--- src/include/inverse_settings.svh ---
`ifndef INVERSE_SETTINGS_SVH
`define INVERSE_SETTINGS_SVH

// matrix geometry
`define INV_N 5
`define INV_COLS (2 * `INV_N)

// Q16.16 words
`define INV_W 32
`define INV_FRAC 16
`define INV_ONE (32'sh0001_0000)

// 5 x 10 words need 6 address bits
`define INV_AW 6

`endif

--- src/logic/inverse_pkg.sv ---
`include "inverse_settings.svh"

package inverse_pkg;

	// signed Q16.16 element
	typedef logic signed [`INV_W-1:0] fix_t;

	// products and quotients before truncation
	typedef logic signed [2*`INV_W-1:0] wide_t;

	typedef logic [2:0] row_t;
	typedef logic [3:0] col_t;
	typedef logic [`INV_AW-1:0] addr_t;

	// store slots below the host, in priority order
	typedef enum logic [1:0]
	{
		PEER_SWAP,
		PEER_ELIM,
		PEER_NORM
	} peer_t;

	// row-major position in the augmented array
	function automatic addr_t elem_addr(input row_t r, input col_t c);
		return addr_t'(r * `INV_COLS + c);
	endfunction

endpackage

--- src/logic/gauss_jordan_ctrl.sv ---
`timescale 1ns/1ns
`include "inverse_settings.svh"

module gauss_jordan_ctrl
(
	input  logic clk,
	input  logic rst,
	input  logic start,
	output logic busy,
	output logic done,
	output logic singular,
	output inverse_pkg::col_t col,
	output logic swap_go,
	output logic elim_go,
	output logic norm_go,
	input  logic swap_fin,
	input  logic swap_nofound,
	input  logic elim_fin,
	input  logic norm_fin,
	output logic init_req,
	output logic init_we,
	output inverse_pkg::addr_t init_addr,
	output inverse_pkg::fix_t init_wdata,
	input  logic init_gnt
);

	typedef enum logic [2:0]
	{
		C_IDLE,
		C_INIT,
		C_SWAP,
		C_ELIM,
		C_NORM
	} state_t;

	state_t state;
	inverse_pkg::row_t ir;
	inverse_pkg::col_t ic;

	// identity fill of the right half
	assign init_req = (state == C_INIT);
	assign init_we = init_req;
	assign init_addr = inverse_pkg::elem_addr(ir, inverse_pkg::col_t'(`INV_N) + ic);
	assign init_wdata = (ic == inverse_pkg::col_t'(ir)) ? `INV_ONE : '0;

	always_ff @(posedge clk)
	begin
		if (rst)
		begin
			state <= C_IDLE;
			busy <= 1'b0;
			done <= 1'b0;
			singular <= 1'b0;
			col <= '0;
			swap_go <= 1'b0;
			elim_go <= 1'b0;
			norm_go <= 1'b0;
			ir <= '0;
			ic <= '0;
		end
		else
		begin
			swap_go <= 1'b0;
			elim_go <= 1'b0;
			norm_go <= 1'b0;
			done <= 1'b0;
			if (done)
				busy <= 1'b0;
			case (state)
				C_IDLE:
					if (start)
					begin
						busy <= 1'b1;
						singular <= 1'b0;
						ir <= '0;
						ic <= '0;
						state <= C_INIT;
					end
				C_INIT:
					if (init_gnt)
					begin
						if (ic == `INV_N - 1)
						begin
							ic <= '0;
							if (ir == `INV_N - 1)
							begin
								col <= '0;
								swap_go <= 1'b1;
								state <= C_SWAP;
							end
							else
								ir <= ir + 1'b1;
						end
						else
							ic <= ic + 1'b1;
					end
				C_SWAP:
					if (swap_nofound)
					begin
						singular <= 1'b1; // no usable pivot in this column
						done <= 1'b1;
						state <= C_IDLE;
					end
					else if (swap_fin)
					begin
						elim_go <= 1'b1;
						state <= C_ELIM;
					end
				C_ELIM:
					if (elim_fin)
					begin
						if (col == `INV_N - 1)
						begin
							norm_go <= 1'b1;
							state <= C_NORM;
						end
						else
						begin
							col <= col + 1'b1;
							swap_go <= 1'b1;
							state <= C_SWAP;
						end
					end
				C_NORM:
					if (norm_fin)
					begin
						done <= 1'b1;
						state <= C_IDLE;
					end
				default:
					state <= C_IDLE;
			endcase
		end
	end

endmodule

--- config.mk ---
export PLATFORM = sky130hd
export DESIGN_NAME = gauss_jordan_ctrl
export DESIGN_NICKNAME = d
export VERILOG_FILES = /design/src/logic/inverse_pkg.sv /design/src/logic/gauss_jordan_ctrl.sv
export VERILOG_INCLUDE_DIRS = /design/src /design/src/include
export SDC_FILE = /design/constraint.sdc
export NUM_CORES = 1
export LEC_CHECK = 0
export ABC_AREA = 1
export BUFFER_PORTS_ARGS = -buffer_cell sky130_fd_sc_hd__buf_2
export CELL_PAD_IN_SITES_DETAIL_PLACEMENT = 1
export CELL_PAD_IN_SITES_GLOBAL_PLACEMENT = 2
export CORE_MARGIN = 1
export CORE_UTILIZATION = 28
export CTS_CLUSTER_DIAMETER = 80
export DETAILED_ROUTE_END_ITERATION = 8
export PLACE_DENSITY = 0.83
export SETUP_SLACK_MARGIN = 0.15
export SKIP_CTS_REPAIR_TIMING = 1
export SLEW_MARGIN = 20
export SYNTH_ARGS = -nofsm -noshare
export SYNTH_HDL_FRONTEND = slang
export SYNTH_SLANG_ARGS = --single-unit
--- constraint.sdc ---
create_clock -name clk -period 6.7 [get_ports clk]
set_clock_uncertainty 0.2 [all_clocks]
set_input_delay 1.34 -clock clk [delete_from_list [all_inputs] [get_ports clk]]
set_output_delay 1.34 -clock clk [all_outputs]
set_load 0.05 [all_outputs]
# ---- Word level (Yosys, flattened, before mapping)
# Index checks and enable logic that the tools add are counted.
dict set report totals {
  word_cells 91
  output_inout_bits 50
  in_bits 8
  reg_bits 20
}
dict set report classes {
  n_mul 1
  eq_ne 18
  n_addsub 5
  n_mux 43
  bitwise_logic 3
  reduce_logical 11
}
# op n
set op_table {}
lappend op_table {{2-to-1 mux 3 bit} 13}
lappend op_table {{2-to-1 mux 4 bit} 8}
lappend op_table {{2-to-1 mux 17 bit} 1}
lappend op_table {{one-hot mux 4 bit (2 select lines)} 2}
lappend op_table {{one-hot mux 3 bit (5 select lines)} 1}
lappend op_table {{2-to-1 mux 1 bit} 14}
lappend op_table {{!= test 2 bit (second input constant)} 6}
lappend op_table {{adder 4 x 1 -> 4 bit (second input constant)} 2}
lappend op_table {{equality test 4 x 3 -> 1 bit (second input constant)} 2}
lappend op_table {{AND reduction 7 bit} 1}
lappend op_table {{adder 6 x 4 -> 6 bit} 1}
lappend op_table {{equality test 3 x 2 -> 1 bit (second input constant)} 2}
lappend op_table {{equality test 3 bit (second input constant)} 2}
lappend op_table {{!= test 2 x 1 -> 1 bit (second input constant)} 3}
lappend op_table {{one-hot mux 1 bit (2 select lines)} 3}
lappend op_table {{one-hot mux 3 bit (2 select lines)} 1}
lappend op_table {{AND reduction 3 bit} 2}
lappend op_table {{AND reduction 6 bit} 1}
lappend op_table {{nonzero test 2 bit} 3}
lappend op_table {{OR reduction 3 bit} 2}
lappend op_table {{multiplier 3 x 3 -> 5 bit (second input constant)} 1}
lappend op_table {{AND reduction 5 bit} 1}
lappend op_table {{adder 3 x 4 -> 4 bit (first input constant)} 1}
lappend op_table {{equality test 4 x 3 -> 1 bit} 1}
lappend op_table {{5 further kinds} 7}

# ---- Depth between registers and ports, before layout
dict set report logic_depth {
  word_depth 5
  depth_mapped 10
  ltp_nobuf 10
}

# ---- Worst setup path after synthesis
# No wires, ideal clock.
dict set report synth_timing {
  path_kind {flip-flop to output port}
  from {register ic[0]}
  to {output init_addr[5]}
  required_ps 5160
  path_buffers 0
  stages_incl_launch_ff 9
  arrival_time_ps 2575
  setup_slack_ps 2585
  path_cell_list {dfxtp_1 > inv_1 > ha_1 > ha_1 > inv_1 > fa_1 > nor2_1 > o21ai_0 > xor2_1}
}
dict set report synth_via {
  elab_chain_len 2
}
# element line_no
set synth_rtl {}
lappend synth_rtl {{from (decl)} gauss_jordan_ctrl.sv:38} ;# inverse_pkg::col_t ic;
lappend synth_rtl {{from (signal assigned)} gauss_jordan_ctrl.sv:95} ;# ic <= ic + 1'b1;
lappend synth_rtl {{adder 3 x 4 -> 4 bit} gauss_jordan_ctrl.sv:43} ;# assign init_addr = inverse_pkg::elem_addr(ir, inverse_pkg::col_t'(`INV_N) + ic);
lappend synth_rtl {{adder 6 x 4 -> 6 bit} inverse_pkg.sv:25} ;# return addr_t'(r * `INV_COLS + c);
lappend synth_rtl {{to (decl)} gauss_jordan_ctrl.sv:22} ;# output inverse_pkg::addr_t init_addr,
# No other way between the ends.

# ---- Worst setup path in the final report
# Ends and elaborated chain as after synthesis.

==> run_results.csv <==
group,metric,value,unit
pwr,power.internal,0.000278,W
clock_tree,cts_root_buf,"clkbuf_8",
setup_path,critical_path_class,"reg -> out",
yosys,netlist_instances,226,
timing,slew_violations,0,
floorplanning,io_pins,58,
pwr,seqPwrFrac,26.4,%
min_path,hp-class,"reg -> reg",
pwr,power,0.000652,W
floorplanning,die_h,77.9,µm
clock_tree,htreeDepth,1,
global_routing,grt_usage,12.2,%
floorplanning,dieArea,6060,µm²
pwr,p_sw,0.000374,W
flow_run,maxCapViolations,0,
yosys,ys_seq_elements,20,
timing,min_period_over_period,58.8,%
final_layout,mostFrequentLayoutCells,"nand2_1, conb_1, nor2_1, buf_2, inv_1",
clock_tree,clk_latency,0.26,ns
route,drt-initial-drc-count,34,
timing,final.setup.tns,0,ns
final_layout,syn2layout_area_growth,6.37,%
route,via_per_inst,4.26,
place,place_area,1670,µm²
setup_path,cp.required,5.16,ns
route,wl_per_cell,10.9,µm
place,port_buffers,26,
clock_tree,cts_buffers,3,
route,antenna_left,0,
yosys,synthFlopType,"dfxtp_1",
timing,slew_headroom,62.1,%
route,vias,1366,
final_layout,stdcell_area,1710,µm²
global_routing,overflow,0,
pwr,pwr-share-comb,61.1,%
yosys,synth.distinct_cells,29,
clock_tree,cts.path.max_buffers,2,
pwr,ir_drop,0.125,mV
yosys,synth-async-reset-ratio,0,%
floorplanning,dieWidth,77.9,µm
yosys,synth_edf_count,0,
route,totalWireLength,3490,µm
final_layout,drive_gt1_share,17.3,%
final_layout,fin_nets,271,
yosys,syn-cell-area,1610,µm²
timing,fmaxAchievable,0.254,GHz
global_routing,grt_pass1_vias,1266,
setup_path,cp_data_arrival_time,2.40,ns
route,route.detailed.drc,0,
timing,worstMarginPinSlew,0.568,ns
outcome,run_status,"complete, no violations",
setup_path,cp_max_fo,6,
pwr,leakagePower,0.833,nW
yosys,yosys_warnings,0,
pwr,cellPowerDensity,380,nW/µm²
yosys,avgSynthCellArea,7.13,µm²
timing,setup_viol,0,
pwr,netSwitchingFraction,57.3,%
place,hpwl,2780,µm
clock_tree,cts_tree,"done",
timing,rsz0062_at_grt,"false",
setup_path,end_kind,"output port",
global_routing,grt_max_degree,14,
global_routing,antenna_found_initial,0,
place,place_ws,3.06,ns
timing,period_needed,3.94,ns
timing,setup_slack,2.76,ns
yosys,yosysSeqAreaShare,24.8,%
clock_tree,clkTransAtPathRegs,0.08,ns
final_layout,layout_commonest_cell,"nand2_1",
clock_tree,cts_sinks,20,
place,gp_congestion,0.751,
timing,hold_viol_final,0,
floorplanning,coreArea,5540,µm²
route,first_pass_iters,4,
global_routing,grt_pass1_wl,5830,µm
final_layout,antenna_cells,0,
floorplanning,rows,27,
floorplanning,start_util,29.1,%
setup_path,cp-start-kind,"flip-flop",
pwr,clkPwrFrac,12.5,%
## path summary, 6_finish.rpt
| check | startpoint | end | slack (ns) | depth (start not counted) |
|---|---|---|---|---|
| max | ic[0]$_SDFFE_PP0P_ | init_addr[5] | 2.76 | 9 |
| min reg2reg | singular$_SDFFE_PP0P_ | singular$_SDFFE_PP0P_ | 0.26 | 2 |
| min | singular$_SDFFE_PP0P_ | singular$_SDFFE_PP0P_ | 0.26 | 2 |
| max reg2reg | state[1]$_SDFFE_PP0P_ | state[1]$_SDFFE_PP0P_ | 4.92 | 7 |
## synthesized netlist by cell type (2+ instances only)
master   count  area (µm²)
a21oi_1     15        75.1
buf_4       32         240
buf_6        2        22.5
dfxtp_1     20         400
ha_1        11         138
inv_1       25        93.8
nand2_1     33         124
nand2_2      6        37.5
nand3_1     15        75.1
nand3_2      3        30.0
nand4_1      5        31.3
nor2_1      27         101
nor3_1       3        15.0
o21ai_0      6        30.0
xnor2_1      5        43.8
xor2_1       5        43.8
## final cells by class
type	instances	area (µm²)
flip-flops and latches	20	400
clock buffers	3	41.3
inverters	26	97.6
well taps	72	90.1
fillers	740	3830
multi-input cells	174	955
repair buffers	26	130
## flip-flops by register name, indices dropped and copies added, names as in the netlist
| signal | cells |
|---|---|
| state | 3 |
| busy | 1 |
| singular | 1 |
| done | 1 |
| swap_go | 1 |
| ic | 4 |
| col | 4 |
| ir | 3 |
| norm_go | 1 |
| elim_go | 1 |
## through the flow
stage | hold WS [ns] | std cells | util (%)
4_1_cts | 0.273 | 321 | 30.9
3_3_place_gp | 0.246 | 318 | 30.2
3_5_place_dp | 0.261 | 318 | 30.2
5_1_grt | 0.296 | 321 | 30.9
6_report | 0.265 | 321 | 30.9
2_1_floorplan | 0.244 | 256 | -
## power by group through the flow
| stage | logic [W] | registers [W] | clock network, W |
|---|---|---|---|
| 3_3_place_gp | 0.000399 | 0.000174 | 0 |
| 6_report | 0.000398 | 0.000172 | 0.0000815 |
| 2_1_floorplan | 0.000347 | 0.000177 | 0 |
| 3_5_place_dp | 0.000403 | 0.000175 | 0 |
| 4_1_cts | 0.000405 | 0.000172 | 0.0000862 |
| 5_1_grt | 0.000438 | 0.000177 | 0.0000888 |
## kinds of logic (layout without fill, tap and decap cells)
group / after synthesis / in the layout / share of synthesized area, %
AND/OR/NAND/NOR: 97 / 97 / 28.9
buffers and inverters: 62 / 55 / 22.9
AO/OA/AOI/OAI: 24 / 24 / 7.92
flip-flops: 20 / 20 / 24.8
adder cells (fa/ha/maj): 12 / 12 / 9.78
XOR/XNOR: 10 / 10 / 5.43
other: 1 / 31 / 0.233
## worst max-delay path, stage by stage (launching register included)
cell	delay [ns]
dfxtp_1	0.42
inv_1	0.12
ha_1	0.31
ha_1	0.16
inv_1	0.07
fa_1	0.45
nor2_1	0.12
o21ai_0	0.09
xor2_1	0.13
buf_2	0.27
## per-layer routing
metal	vias to the layer above	GRT usage (%)	share of wire [%]
met1	620	14.7	47
met4	0	5.66	1.7
li1	703	-	-
met2	38	21.5	48
met5	-	0	0
met3	5	1.18	4.0
Note: power is estimated with default switching activity, not from simulation.
