$ cat src/include/inverse_settings.svh
`ifndef INVERSE_SETTINGS_SVH
`define INVERSE_SETTINGS_SVH

// matrix geometry
`define INV_N 5
`define INV_COLS (2 * `INV_N)

// Q16.16 words
`define INV_W 32
`define INV_FRAC 16
`define INV_ONE (32'sh0001_0000)

// 5 x 10 words need 6 address bits
`define INV_AW 6

`endif

$ cat src/logic/inverse_pkg.sv
`include "inverse_settings.svh"

package inverse_pkg;

	// signed Q16.16 element
	typedef logic signed [`INV_W-1:0] fix_t;

	// products and quotients before truncation
	typedef logic signed [2*`INV_W-1:0] wide_t;

	typedef logic [2:0] row_t;
	typedef logic [3:0] col_t;
	typedef logic [`INV_AW-1:0] addr_t;

	// store slots below the host, in priority order
	typedef enum logic [1:0]
	{
		PEER_SWAP,
		PEER_ELIM,
		PEER_NORM
	} peer_t;

	// row-major position in the augmented array
	function automatic addr_t elem_addr(input row_t r, input col_t c);
		return addr_t'(r * `INV_COLS + c);
	endfunction

endpackage

$ cat src/logic/pivot_swapper.sv
`timescale 1ns/1ns
`include "inverse_settings.svh"

module pivot_swapper
(
	input  logic clk,
	input  logic rst,
	input  logic go,
	input  inverse_pkg::col_t col,
	output logic fin,
	output logic nofound,
	output logic req,
	output logic we,
	output inverse_pkg::addr_t addr,
	output inverse_pkg::fix_t wdata,
	input  logic gnt,
	input  inverse_pkg::fix_t rdata
);

	typedef enum logic [2:0]
	{
		S_IDLE,
		S_RD,
		S_CHK,
		S_RD_A,
		S_CAP_A,
		S_RD_B,
		S_WR_A,
		S_WR_B
	} state_t;

	state_t state;
	inverse_pkg::col_t col_q;
	inverse_pkg::row_t prow;
	inverse_pkg::row_t srow; // candidate row
	inverse_pkg::col_t k;
	inverse_pkg::fix_t hold;

	assign prow = inverse_pkg::row_t'(col_q);

	always_comb
	begin
		req = 1'b0;
		we = 1'b0;
		addr = inverse_pkg::elem_addr(srow, col_q);
		wdata = rdata;
		case (state)
			S_RD:
				req = 1'b1;
			S_RD_A:
			begin
				req = 1'b1;
				addr = inverse_pkg::elem_addr(prow, k);
			end
			S_RD_B:
			begin
				req = 1'b1;
				addr = inverse_pkg::elem_addr(srow, k);
			end
			S_WR_A:
			begin
				req = 1'b1;
				we = 1'b1;
				addr = inverse_pkg::elem_addr(prow, k); // lower word straight from rdata
			end
			S_WR_B:
			begin
				req = 1'b1;
				we = 1'b1;
				addr = inverse_pkg::elem_addr(srow, k);
				wdata = hold;
			end
			default:
				req = 1'b0;
		endcase
	end

	always_ff @(posedge clk)
	begin
		if (rst)
		begin
			state <= S_IDLE;
			fin <= 1'b0;
			nofound <= 1'b0;
			col_q <= '0;
			srow <= '0;
			k <= '0;
		end
		else
		begin
			fin <= 1'b0;
			nofound <= 1'b0;
			case (state)
				S_IDLE:
					if (go)
					begin
						col_q <= col;
						srow <= inverse_pkg::row_t'(col);
						state <= S_RD;
					end
				S_RD:
					if (gnt)
						state <= S_CHK;
				S_CHK:
					if (rdata != '0)
					begin
						if (srow == prow)
						begin
							fin <= 1'b1; // pivot already usable
							state <= S_IDLE;
						end
						else
						begin
							k <= '0;
							state <= S_RD_A;
						end
					end
					else if (srow == `INV_N - 1)
					begin
						nofound <= 1'b1;
						state <= S_IDLE;
					end
					else
					begin
						srow <= srow + 1'b1;
						state <= S_RD;
					end
				S_RD_A:
					if (gnt)
						state <= S_CAP_A;
				S_CAP_A:
					state <= S_RD_B;
				S_RD_B:
					if (gnt)
						state <= S_WR_A;
				S_WR_A:
					state <= gnt ? S_WR_B : S_RD_B; // lost the slot, read again
				S_WR_B:
					if (gnt)
					begin
						if (k == `INV_COLS - 1)
						begin
							fin <= 1'b1;
							state <= S_IDLE;
						end
						else
						begin
							k <= k + 1'b1;
							state <= S_RD_A;
						end
					end
				default:
					state <= S_IDLE;
			endcase
		end
	end

	always_ff @(posedge clk)
	begin
		if (state == S_CAP_A)
			hold <= rdata;
	end

endmodule

$ cat config.mk
export PLATFORM = sky130hd
export DESIGN_NAME = pivot_swapper
export DESIGN_NICKNAME = d
export VERILOG_FILES = /design/src/logic/inverse_pkg.sv /design/src/logic/pivot_swapper.sv
export VERILOG_INCLUDE_DIRS = /design/src /design/src/include
export SDC_FILE = /design/constraint.sdc
export NUM_CORES = 1
export LEC_CHECK = 0
export ABC_CLOCK_PERIOD_IN_PS = 4000
export CORE_UTILIZATION = 53
export DETAILED_ROUTE_END_ITERATION = 7
export DONT_BUFFER_PORTS = 1
export GPL_TIMING_DRIVEN = 0
export MAX_ROUTING_LAYER = met4
export PLACE_DENSITY = 0.68
export SKIP_CTS_REPAIR_TIMING = 1
export SYNTH_ARGS = -nofsm -noshare
export SYNTH_HDL_FRONTEND = slang
export SYNTH_SLANG_ARGS = --single-unit
export TNS_END_PERCENT = 20
$ cat constraint.sdc
create_clock -name clk -period 4 [get_ports clk]
set_input_delay 0.4 -clock clk [delete_from_list [all_inputs] [get_ports clk]]
set_output_delay 0.4 -clock clk [all_outputs]
set_load 0.1 [all_outputs]
Yosys cells after proc, flatten, opt, wreduce, memory -nomap -nowiden --
Index checks and enable logic that the tools add are counted.
Storage, ports and cells: register bits after elaboration 48, ROM bits 0, latch bits 0, memories 0, output and inout port bits 42, bits in writable memories 0, input bits 40
Cells by class: eq/ne operators 20, muxes and demuxes 30, divide/modulo/power cells 0, shift-type cells 0, bitwise logic cells 1, reduce and logical (&&, ||, !) cells 13, $add $sub $neg 5, $mul 2, magnitude comparators 0
Operators with widths (number):
- $mux 32 | 1
- $reduce_bool 32->1 | 1
- $mux 3 | 9
- $pmux 3 s8 | 1
- $ne 2x2->1 const B | 10
- $add 6x4->6 | 3
- $mux 4 | 4
- $eq 3x3->1 const B | 5
- $pmux 6 s2 | 1
- $mul 3x3->5 const B | 2
- $reduce_and 5->1 | 2
- $mux 1 | 8
- $pmux 4 s2 | 1
- $eq 3x2->1 const B | 2
- $mux 2 | 3
- $pmux 3 s2 | 1
- $reduce_or 2->1 | 3
- $reduce_or 5->1 | 1
- $add 4x1->4 const B | 1
- $eq 4x4->1 const B | 1
- $reduce_and 4->1 | 1
- $reduce_bool 2->1 | 2
- $add 3x1->3 const B | 1
- $eq 3x1->1 const B | 1
- 6 further kinds | 6

Longest topological paths before layout --
Gate-level depths: netlist of the first run.
word-level depth 4, depth in mapped cells 12, gate-level depth less buffers 10

Worst setup path before layout of the first run --
No wires, ideal clock.
kind register -> output, start reg state[2], end out addr[4], arrival 4360 ps, required time 3600 ps, path buffers 2, path slack -760 ps, cell stages (with the launch flop) 11, cells stage by stage dfxtp_1 buf_6 nand2_1 clkbuf_1 mux2_2 ha_1 and3_1 a211oi_1 xor2_1 and3_1 a211oi_1
On the way: word-level cells in the longest chain between the ends 3
RTL lines:
- start, declared | RTL line pivot_swapper.sv:32 | state_t state;
- start signal, assigned | RTL line pivot_swapper.sv:137 | state <= gnt ? S_WR_B : S_RD_B;
- $eq 3x3->1 or $eq 3x2->1 (tied branches) | RTL line pivot_swapper.sv:47 | case (state)
- $reduce_or 2->1 (no line)
- $pmux 6 s2 * | RTL line pivot_swapper.sv:47
- end, declared | RTL line pivot_swapper.sv:14 | output inverse_pkg::addr_t addr,
Mark *: on every way between the ends. The rest lies on a longest branch, timed or not.

Worst setup path after layout of the first run --
Same ends and word-level chain as after synthesis.

==> run metrics, run 1 <==
Least-Margin Pin Slew=1180 ps; CTS Buffer Depth=2; GRT Overall Usage=0.216; Buf/Inv on CP=1; Reg clk slew, reported paths=80 ps; sequential area share after synthesis=0.455; Unique masters post-synth=52; VDD IR max=0.159 mV; total grt overflow=0; starting density of the core=0.552; Clock Latency Late Sink=300 ps; Max Clock Freq=0.267 GHz; Die W=74.9 microns; antenna diode count=0; port bufs=0; initial antenna violation count=0; CP max FO=12; Die Footprint=5610 sq um; most frequent cells in the layout=35 x mux2_2, 32 x edfxtp_1, 21 x nand2_1; Crit Path Category=reg -> out; drt drc=0; drt first-iter violations=73; cts bufs inserted=5; Layout fillers=443; Async SR Flop Fraction=0; largest family of logic cells by synthesized area=multiplexers; first-pass GRT wire length=8.73 mm; Via Count=1,935; routed len/inst=17.5 microns; Core Area=5110 sq um; final worst-path cycle share=0.936; clock sinks=48; Pins Over Slew Limit=0; global placement routability congestion=0.856; post-synthesis adder-cell area fraction=0.0808; Rows=26; delay-heaviest family, CP=compound AO/OA/AOI/OAI gates; slew margin rel.=0.215; drt via density=5.90; Final #Nets=314; Post-Syn Area=2820 sq um; worst setup margin=256 ps; Final TNS setup=0 ps; Worst path most repeated cell=and3_1; Root Driver=clkbuf_8; layout cell share with drive strength beyond 1=0.260; Ys Warns=0; clk_skew=6.01 ps; Synth Area in Compound Gates=0.104; Critical Path Start Type=register; worst path arrival time=3340 ps; number of synthesized flops with an enable pin=32; CTS tree=yes; Synth Area in XOR/XNOR=0.0404; Pleak=0.00112 uW; hpwl dp=4.43 mm; MaxCap Viol Count=0; ANT nets after route=0; Pre-antenna DRT Iters=4; Place WS=389 ps; Required @ worst endpoint=3600 ps; Critical-path top delay cell=a211oi_4; Area Growth Syn to Fin=9.19%; RSZ-0062 raised after global routing=no; hold crit path type=in -> reg; H-tree depth=2; outcome=finished clean; vias in the first global route=1,775; io pins=82; Post-Syn Instances=248; CP endpoint kind=output pin; Avg Synthesized Cell Area=11.4 sq um; Final Setup Violations=0; Synth Area in Simple Gates=0.136; Seq cells post-synth=48; Tot Pwr=1180 uW; top_reg_cell synth=edfxtp_1; Power Density=382 nW/um^2; post-synthesis mux area share=0.150; post-synth net total=305; cells along the critical path=buf_6, nand2_1, mux2_2, ha_1, and3_1, a211oi_2, xor2_1, and3_1, a211oi_4; Final Hold Fails=0; commonest non-fill, non-tap cell in the layout=mux2_2; largest net degree at the start of global routing=15; routed wire length=5.74 mm; fin crit period=3740 ps; CP peak stage delay=890 ps; Die H=74.9 microns
-- synthesized netlist by cell type (3+ instances only) --
cell	instances	area (sq um)
mux2_2	35	394
edfxtp_1	32	961
nand2_1	21	78.8
dfxtp_1	16	320
ha_1	15	188
nor2_1	14	52.6
nor4_1	10	62.6
o21ai_0	10	50.1
a21oi_1	9	45.0
xor2_1	8	70.1
buf_2	7	35.0
inv_1	6	22.5
nand4_1	6	37.5
xnor2_1	5	43.8
nand3_1	4	20.0
and3_1	3	18.8
clkbuf_1	3	11.3
mux2i_1	3	30.0
-- cell type report --
type	instances	area, sq um	area share
plain buffers	12	68.8	0.0224
repair buffers	3	33.8	0.0110
well taps	70	87.6	0.0285
clock inverters	2	35.0	0.0114
clock buffers	6	72.6	0.0236
flip-flops and latches	48	1280	0.416
inverters	6	22.5	0.00732
multi-input cells	181	1480	0.480
-- layer usage --
layer  global-route usage  vias up  wire, microns
li1                     -      940              -
met1                0.282      924           2540
met2                0.346       65           2790
met3               0.0375        6            334
met4               0.0629        0             68
met5                    -        -              0
-- final timing paths --
check	depth (start not counted)	to	slack (ps)	from
min	0	hold[11]	190	rdata[11]
min reg2reg	2	col_q[3]	530	col_q[3]
max reg2reg	6	k[0]	1950	state[2]
max	9	addr[4]	260	state[2]
-- worst reg2reg max path, delay by kind of cell (launching register included) --
family                 cells  cell delay (ps)
AOI/OAI and AO/OA          1               80
buffers and inverters      2              590
DFF                        1              340
and+or+nand+nor            3              970
-- per-stage QoR --
step / hold slack, ps / cells / utilization / area, sq um
CTS: 184 / 329 / 0.602 / 3080
global placement: 499 / 318 / 0.570 / 2910
global route: 178 / 328 / 0.603 / 3080
finish: 193 / 328 / 0.603 / 3080
floorplan: 467 / 248 / - / 2820
detailed placement: 499 / 321 / 0.581 / 2970
-- flip-flops by register name, summed over array words and instances (netlist names) --
signal	count
k	4
fin	1
col_q	4
hold	32
state	3
nofound	1
srow	3
-- where the power goes --
part | switching, uW | internal [uW]
sequential | 8.21 | 533
combinational | 242 | 53.9
clock | 153 | 185
-- kinds of logic (layout without fill, tap and decap cells) --
logic type,Yosys count,after routing
AOI/OAI and AO/OA,40,40
xor gates and xnor gates,13,13
adders and majority gates,17,17
buffers and inverters,19,29
DFF,48,48
muxes,38,38
and+or+nand+nor,73,73
Power figures use the tool's default switching activity.
==> run 2, diff against run 1 <==
BUFFER_PORTS_ARGS = -buffer_cell sky130_fd_sc_hd__buf_2   (was not set)
CORE_UTILIZATION = 52   (was 53)
DONT_BUFFER_PORTS = not set   (was 1)
PLACE_DENSITY = not set   (was 0.68)
PLACE_DENSITY_LB_ADDON = 0.15   (was not set)
==> run metrics, run 2 (synthesized netlist as in run 1, its figures left out) <==
Via Count=2,240 (+16%); Final Setup Violations=0 (unchanged); MaxCap Viol Count=0 (unchanged); Pins Over Slew Limit=0 (unchanged); routed len/inst=15.0 microns (-14%); Area Growth Syn to Fin=22.2%; R2R Setup Slk=2120 ps (+170 ps); Final #Nets=393 (+25%); Comb power frac=0.276 (+0.024); Sw Ratio=0.350 (+0.00696); largest registers=hold (32), col_q (4), k (4); Die Footprint=5720 sq um (+1.9%); final worst-path cycle share=0.929 (-0.00672); worst path arrival time=3320 ps (-20 ps); initial antenna violation count=0 (unchanged); Pre-antenna DRT Iters=4 (unchanged); Crit Reg-Reg Endpoint=hold[14]; max reg flops=32 (unchanged); Clock Latency Late Sink=300 ps (about the same); hpwl dp=4.74 mm (+7.1%); RSZ-0062 raised after global routing=no; Rows=26 (unchanged); Die W=75.6 microns (+0.93%); total grt overflow=0 (unchanged); clock sinks=48 (unchanged); Crit Path Category=reg -> out; Tot Pwr=1230 uW (+4.2%); hold path cells=1 (+1); starting density of the core=0.545 (-0.00694); Pleak=0.00144 uW (+28%); Hold EP=hold[31]; placed cell area=3330 sq um (+12%); CP endpoint kind=output pin; fin crit period=3720 ps (-26.9 ps); Root Driver=clkbuf_8; hold path start=rdata[31]; R2R cell count=4 (-2); Die H=75.6 microns (+0.93%); NetSw=428 uW (+6.4%); cts bufs inserted=5 (unchanged); first-pass GRT wire length=9.27 mm (+6.2%); drt via density=5.50 (-6.7%); global placement routability congestion=0.814 (-4.9%); layout cell share with drive strength beyond 1=0.418 (+0.159); Critical Path Start=state[2]; largest net degree at the start of global routing=16 (+1); CP max FO=10 (-2); ANT nets after route=0 (unchanged); Worst path most repeated cell=and3_1; GRT Overall Usage=0.227 (+0.0108); design area=3450 sq um (+12%); slew margin rel.=0.574 (+0.359); VDD IR max=0.253 mV (+58%); Final Non-Filler Cells=407 (+24%); reg-to-reg startpoint=state[1]; commonest non-fill, non-tap cell in the layout=buf_2; CTS Buffer Depth=2 (unchanged); clk_skew=4.30 ps (-1.71 ps); outcome=finished clean; Core Area=5170 sq um (+1.3%); Critical-path top delay cell=a211oi_1; placed insts=399 (+24%); H-tree depth=2 (unchanged); part of the power in registers=0.442 (-0.019); vias in the first global route=1,970 (+11%); Power Density=356 nW/um^2 (-6.9%); drt first-iter violations=120 (+64%); CTS tree=yes; most frequent cells in the layout=86 x buf_2, 35 x mux2_2, 32 x edfxtp_1; Clock power frac=0.282 (-0.006); Biggest register=hold; routed wire length=6.11 mm (+6.6%); Required @ worst endpoint=3600 ps (about the same); Critical Path Start Type=register; Pint=797 uW (+3.1%); Final Hold Fails=0 (unchanged); cells along the critical path=buf_6, nand2_1, clkbuf_1, mux2_2, ha_1, and3_1, a211oi_1, xor2_1, and3_1, a211oi_2, buf_2; drt drc=0 (unchanged); port bufs=79 (+79); Least-Margin Pin Slew=636 ps (-543 ps); io pins=82 (unchanged); CP peak stage delay=460 ps (-430 ps); Max Clock Freq=0.269 GHz (+0.72%); hold crit path type=in -> reg; Final TNS setup=0 ps (unchanged); final hold slack=297 ps (+105 ps); Reg clk slew, reported paths=90 ps (about the same); antenna diode count=0 (unchanged)
-- run 2: worst max-delay path by stage --
stage | slack [ps] | end
after floorplan | -320 | addr[5]
after global placement | -380 | hold[23]
after detailed placement | 660 | addr[4]
after CTS | 310 | addr[4]
after global routing | 40 | addr[4]
final | 280 | addr[4]
-- run 2: routing by layer --
layer | routed length (microns) | track usage | vias up
met1 | 2780 | 0.286 | 1055
met4 | 71 | 0.0700 | 0
met2 | 2930 | 0.375 | 72
li1 | - | - | 1106
met5 | 0 | - | -
met3 | 325 | 0.0384 | 7
-- run 2: final cells by class --
class | count | area (sq um)
Buffer | 13 | 72.6
Clock buffer | 5 | 68.8
Clock inverter | 3 | 42.5
Fill cell | 426 | 1730
Inverter | 6 | 22.5
Multi-Input combinational cell | 181 | 1450
Sequential cell | 48 | 1280
Tap cell | 70 | 87.6
Timing Repair Buffer | 81 | 418
-- run 2: per-stage QoR --
stage           util  setup WS (ps)
6_report       0.666            283
5_1_grt        0.666           37.2
4_1_cts        0.666            308
3_5_place_dp   0.645            659
3_3_place_gp   0.639           -383
2_1_floorplan      -           -318
-- run 2: power groups by stage --
stage / logic, uW / clock network, uW / registers (uW)
after floorplan: 273 / 0 / 551
after global placement: 334 / 0 / 553
after global routing: 358 / 367 / 542
final: 338 / 346 / 541
after CTS: 339 / 355 / 541
after detailed placement: 338 / 0 / 553
-- run 2: critical path: cells and delay by family (launching register included) --
family                   cells  cell delay (ps)
AO/OA/AOI/OAI                2              590
XOR/XNOR                     1              110
adder cells (fa/ha/maj)      1              290
buffers and inverters        3              870
flip-flops                   1              320
multiplexers                 1              410
AND/OR/NAND/NOR              3              450
==> run 3, diff against run 2 <==
ABC_CLOCK_PERIOD_IN_PS = 3170   (was 4000)
CORE_UTILIZATION = 47   (was 52)
clock period = 3.17 ns   (was 4 ns; I/O delays follow)
==> run metrics, run 3 (synthesized netlist as in run 1, its figures left out) <==
outcome=finished clean; final hold slack=207 ps (-90.6 ps); hold crit path type=in -> reg; MaxCap Viol Count=0 (unchanged); Die Footprint=6310 sq um (+10%); Core Area=5640 sq um (+9.1%); Power Density=450 nW/um^2 (+26%); layout cell share with drive strength beyond 1=0.436 (+0.0174); RSZ-0062 raised after global routing=no; Final #Nets=391 (-0.51%); first-pass GRT wire length=9.63 mm (+3.9%); Pins Over Slew Limit=0 (unchanged); Die W=79.4 microns (+5.1%); Pleak=0.00144 uW (+0.66%); Final Setup Violations=0 (unchanged); drt drc=0 (unchanged); global placement routability congestion=0.775 (-4.9%); total grt overflow=0 (unchanged); cts bufs inserted=5 (unchanged); antenna diode count=0 (unchanged); final worst-path cycle share=0.957; worst path arrival time=2720 ps (-600 ps); Max Clock Freq=0.330 GHz; routed len/inst=15.5 microns (+3.0%); drt first-iter violations=91 (-24%); Biggest register=hold; VDD IR max=0.226 mV (-10%); clk_skew=8.65 ps (+4.35 ps); Die H=79.4 microns (+5.1%); io pins=82 (unchanged); Required @ worst endpoint=2850 ps (-750 ps); H-tree depth=2 (unchanged); port bufs=79 (unchanged); initial antenna violation count=0 (unchanged); ANT nets after route=0 (unchanged); clock sinks=48 (unchanged); most frequent cells in the layout=85 x buf_2, 35 x mux2_2, 32 x edfxtp_1; CP endpoint kind=output pin; slew margin rel.=0.433 (-0.141); CTS Buffer Depth=2 (unchanged); routed wire length=6.30 mm (+3.0%); Via Count=2,226 (-0.63%); Rows=27 (+3.8%); GRT Overall Usage=0.207 (-0.0206); Clock Latency Late Sink=300 ps (about the same); hpwl dp=4.76 mm (+0.39%); Crit Path Category=reg -> out; CP max FO=5 (-5); drt via density=5.47 (-0.63%); fin crit period=3030 ps; Critical Path Start Type=register; commonest non-fill, non-tap cell in the layout=buf_2; Final Hold Fails=0 (unchanged); Pre-antenna DRT Iters=4 (unchanged); CTS tree=yes; Area Growth Syn to Fin=23.6%; Least-Margin Pin Slew=849 ps (+213 ps); Root Driver=clkbuf_8; vias in the first global route=2,006 (+1.8%); max reg flops=32 (unchanged); largest registers=hold (32), col_q (4), k (4); Final Non-Filler Cells=407 (unchanged); Reg clk slew, reported paths=90 ps (about the same); starting density of the core=0.500 (-0.0453); largest net degree at the start of global routing=19 (+3); placed insts=400 (+0.25%)
==> run 3: final timing paths <==
path / from / end / slack (ps) / depth (start not counted)
worst min register to register: col_q[3] / col_q[3] / 510 / 2
worst max register to register: state[1] / hold[23] / 1280 / 3
worst max-delay path: col_q[0] / addr[4] / 140 / 9
worst min-delay path: rdata[26] / hold[26] / 210 / 1
==> run 3: critical path, cell delays in order, from the launching register on <==
cell and delay (ps):
dfxtp_1 460, ha_1 270, mux2_2 290, ha_1 280, and3_1 160, a211oi_2 240
xor2_1 100, and3_1 210, a211oi_4 200, buf_12 210
==> run 3: layout make-up <==
class	count	area (sq um)
Fill cell	499	2160
Multi-Input combinational cell	181	1480
Sequential cell	48	1280
Timing Repair Buffer	80	425
Tap cell	72	90.1
Clock buffer	5	68.8
Buffer	12	68.8
Clock inverter	3	42.5
Inverter	6	22.5
==> run 3: power breakdown <==
| part | internal (uW) | switching [uW] | leakage (uW) |
|---|---|---|---|
| clock | 234 | 213 | 0.0000541 |
| sequential | 673 | 11.1 | 0.000419 |
| combinational | 105 | 330 | 0.000972 |
==> run 3: through the flow <==
| stage | area [sq um] | setup slack (ps) | setup TNS (ps) | utilization | total power [uW] |
|---|---|---|---|---|---|
| after global placement | 3330 | -91.8 | -91.8 | 0.589 | 1120 |
| after CTS | 3460 | -455 | -499 | 0.613 | 1570 |
| final | 3480 | 136 | 0 | 0.618 | 1570 |
| after detailed placement | 3350 | -106 | -106 | 0.593 | 1130 |
| after floorplan | 2840 | -208 | -345 | - | 1040 |
| after global routing | 3480 | 2.25 | 0 | 0.618 | 1620 |
==> run 3: per-layer routing <==
metal,track usage,wire (microns)
met1,0.272,2930
met2,0.332,3000
met3,0.0274,304
met4,0.0636,63
met5,-,0
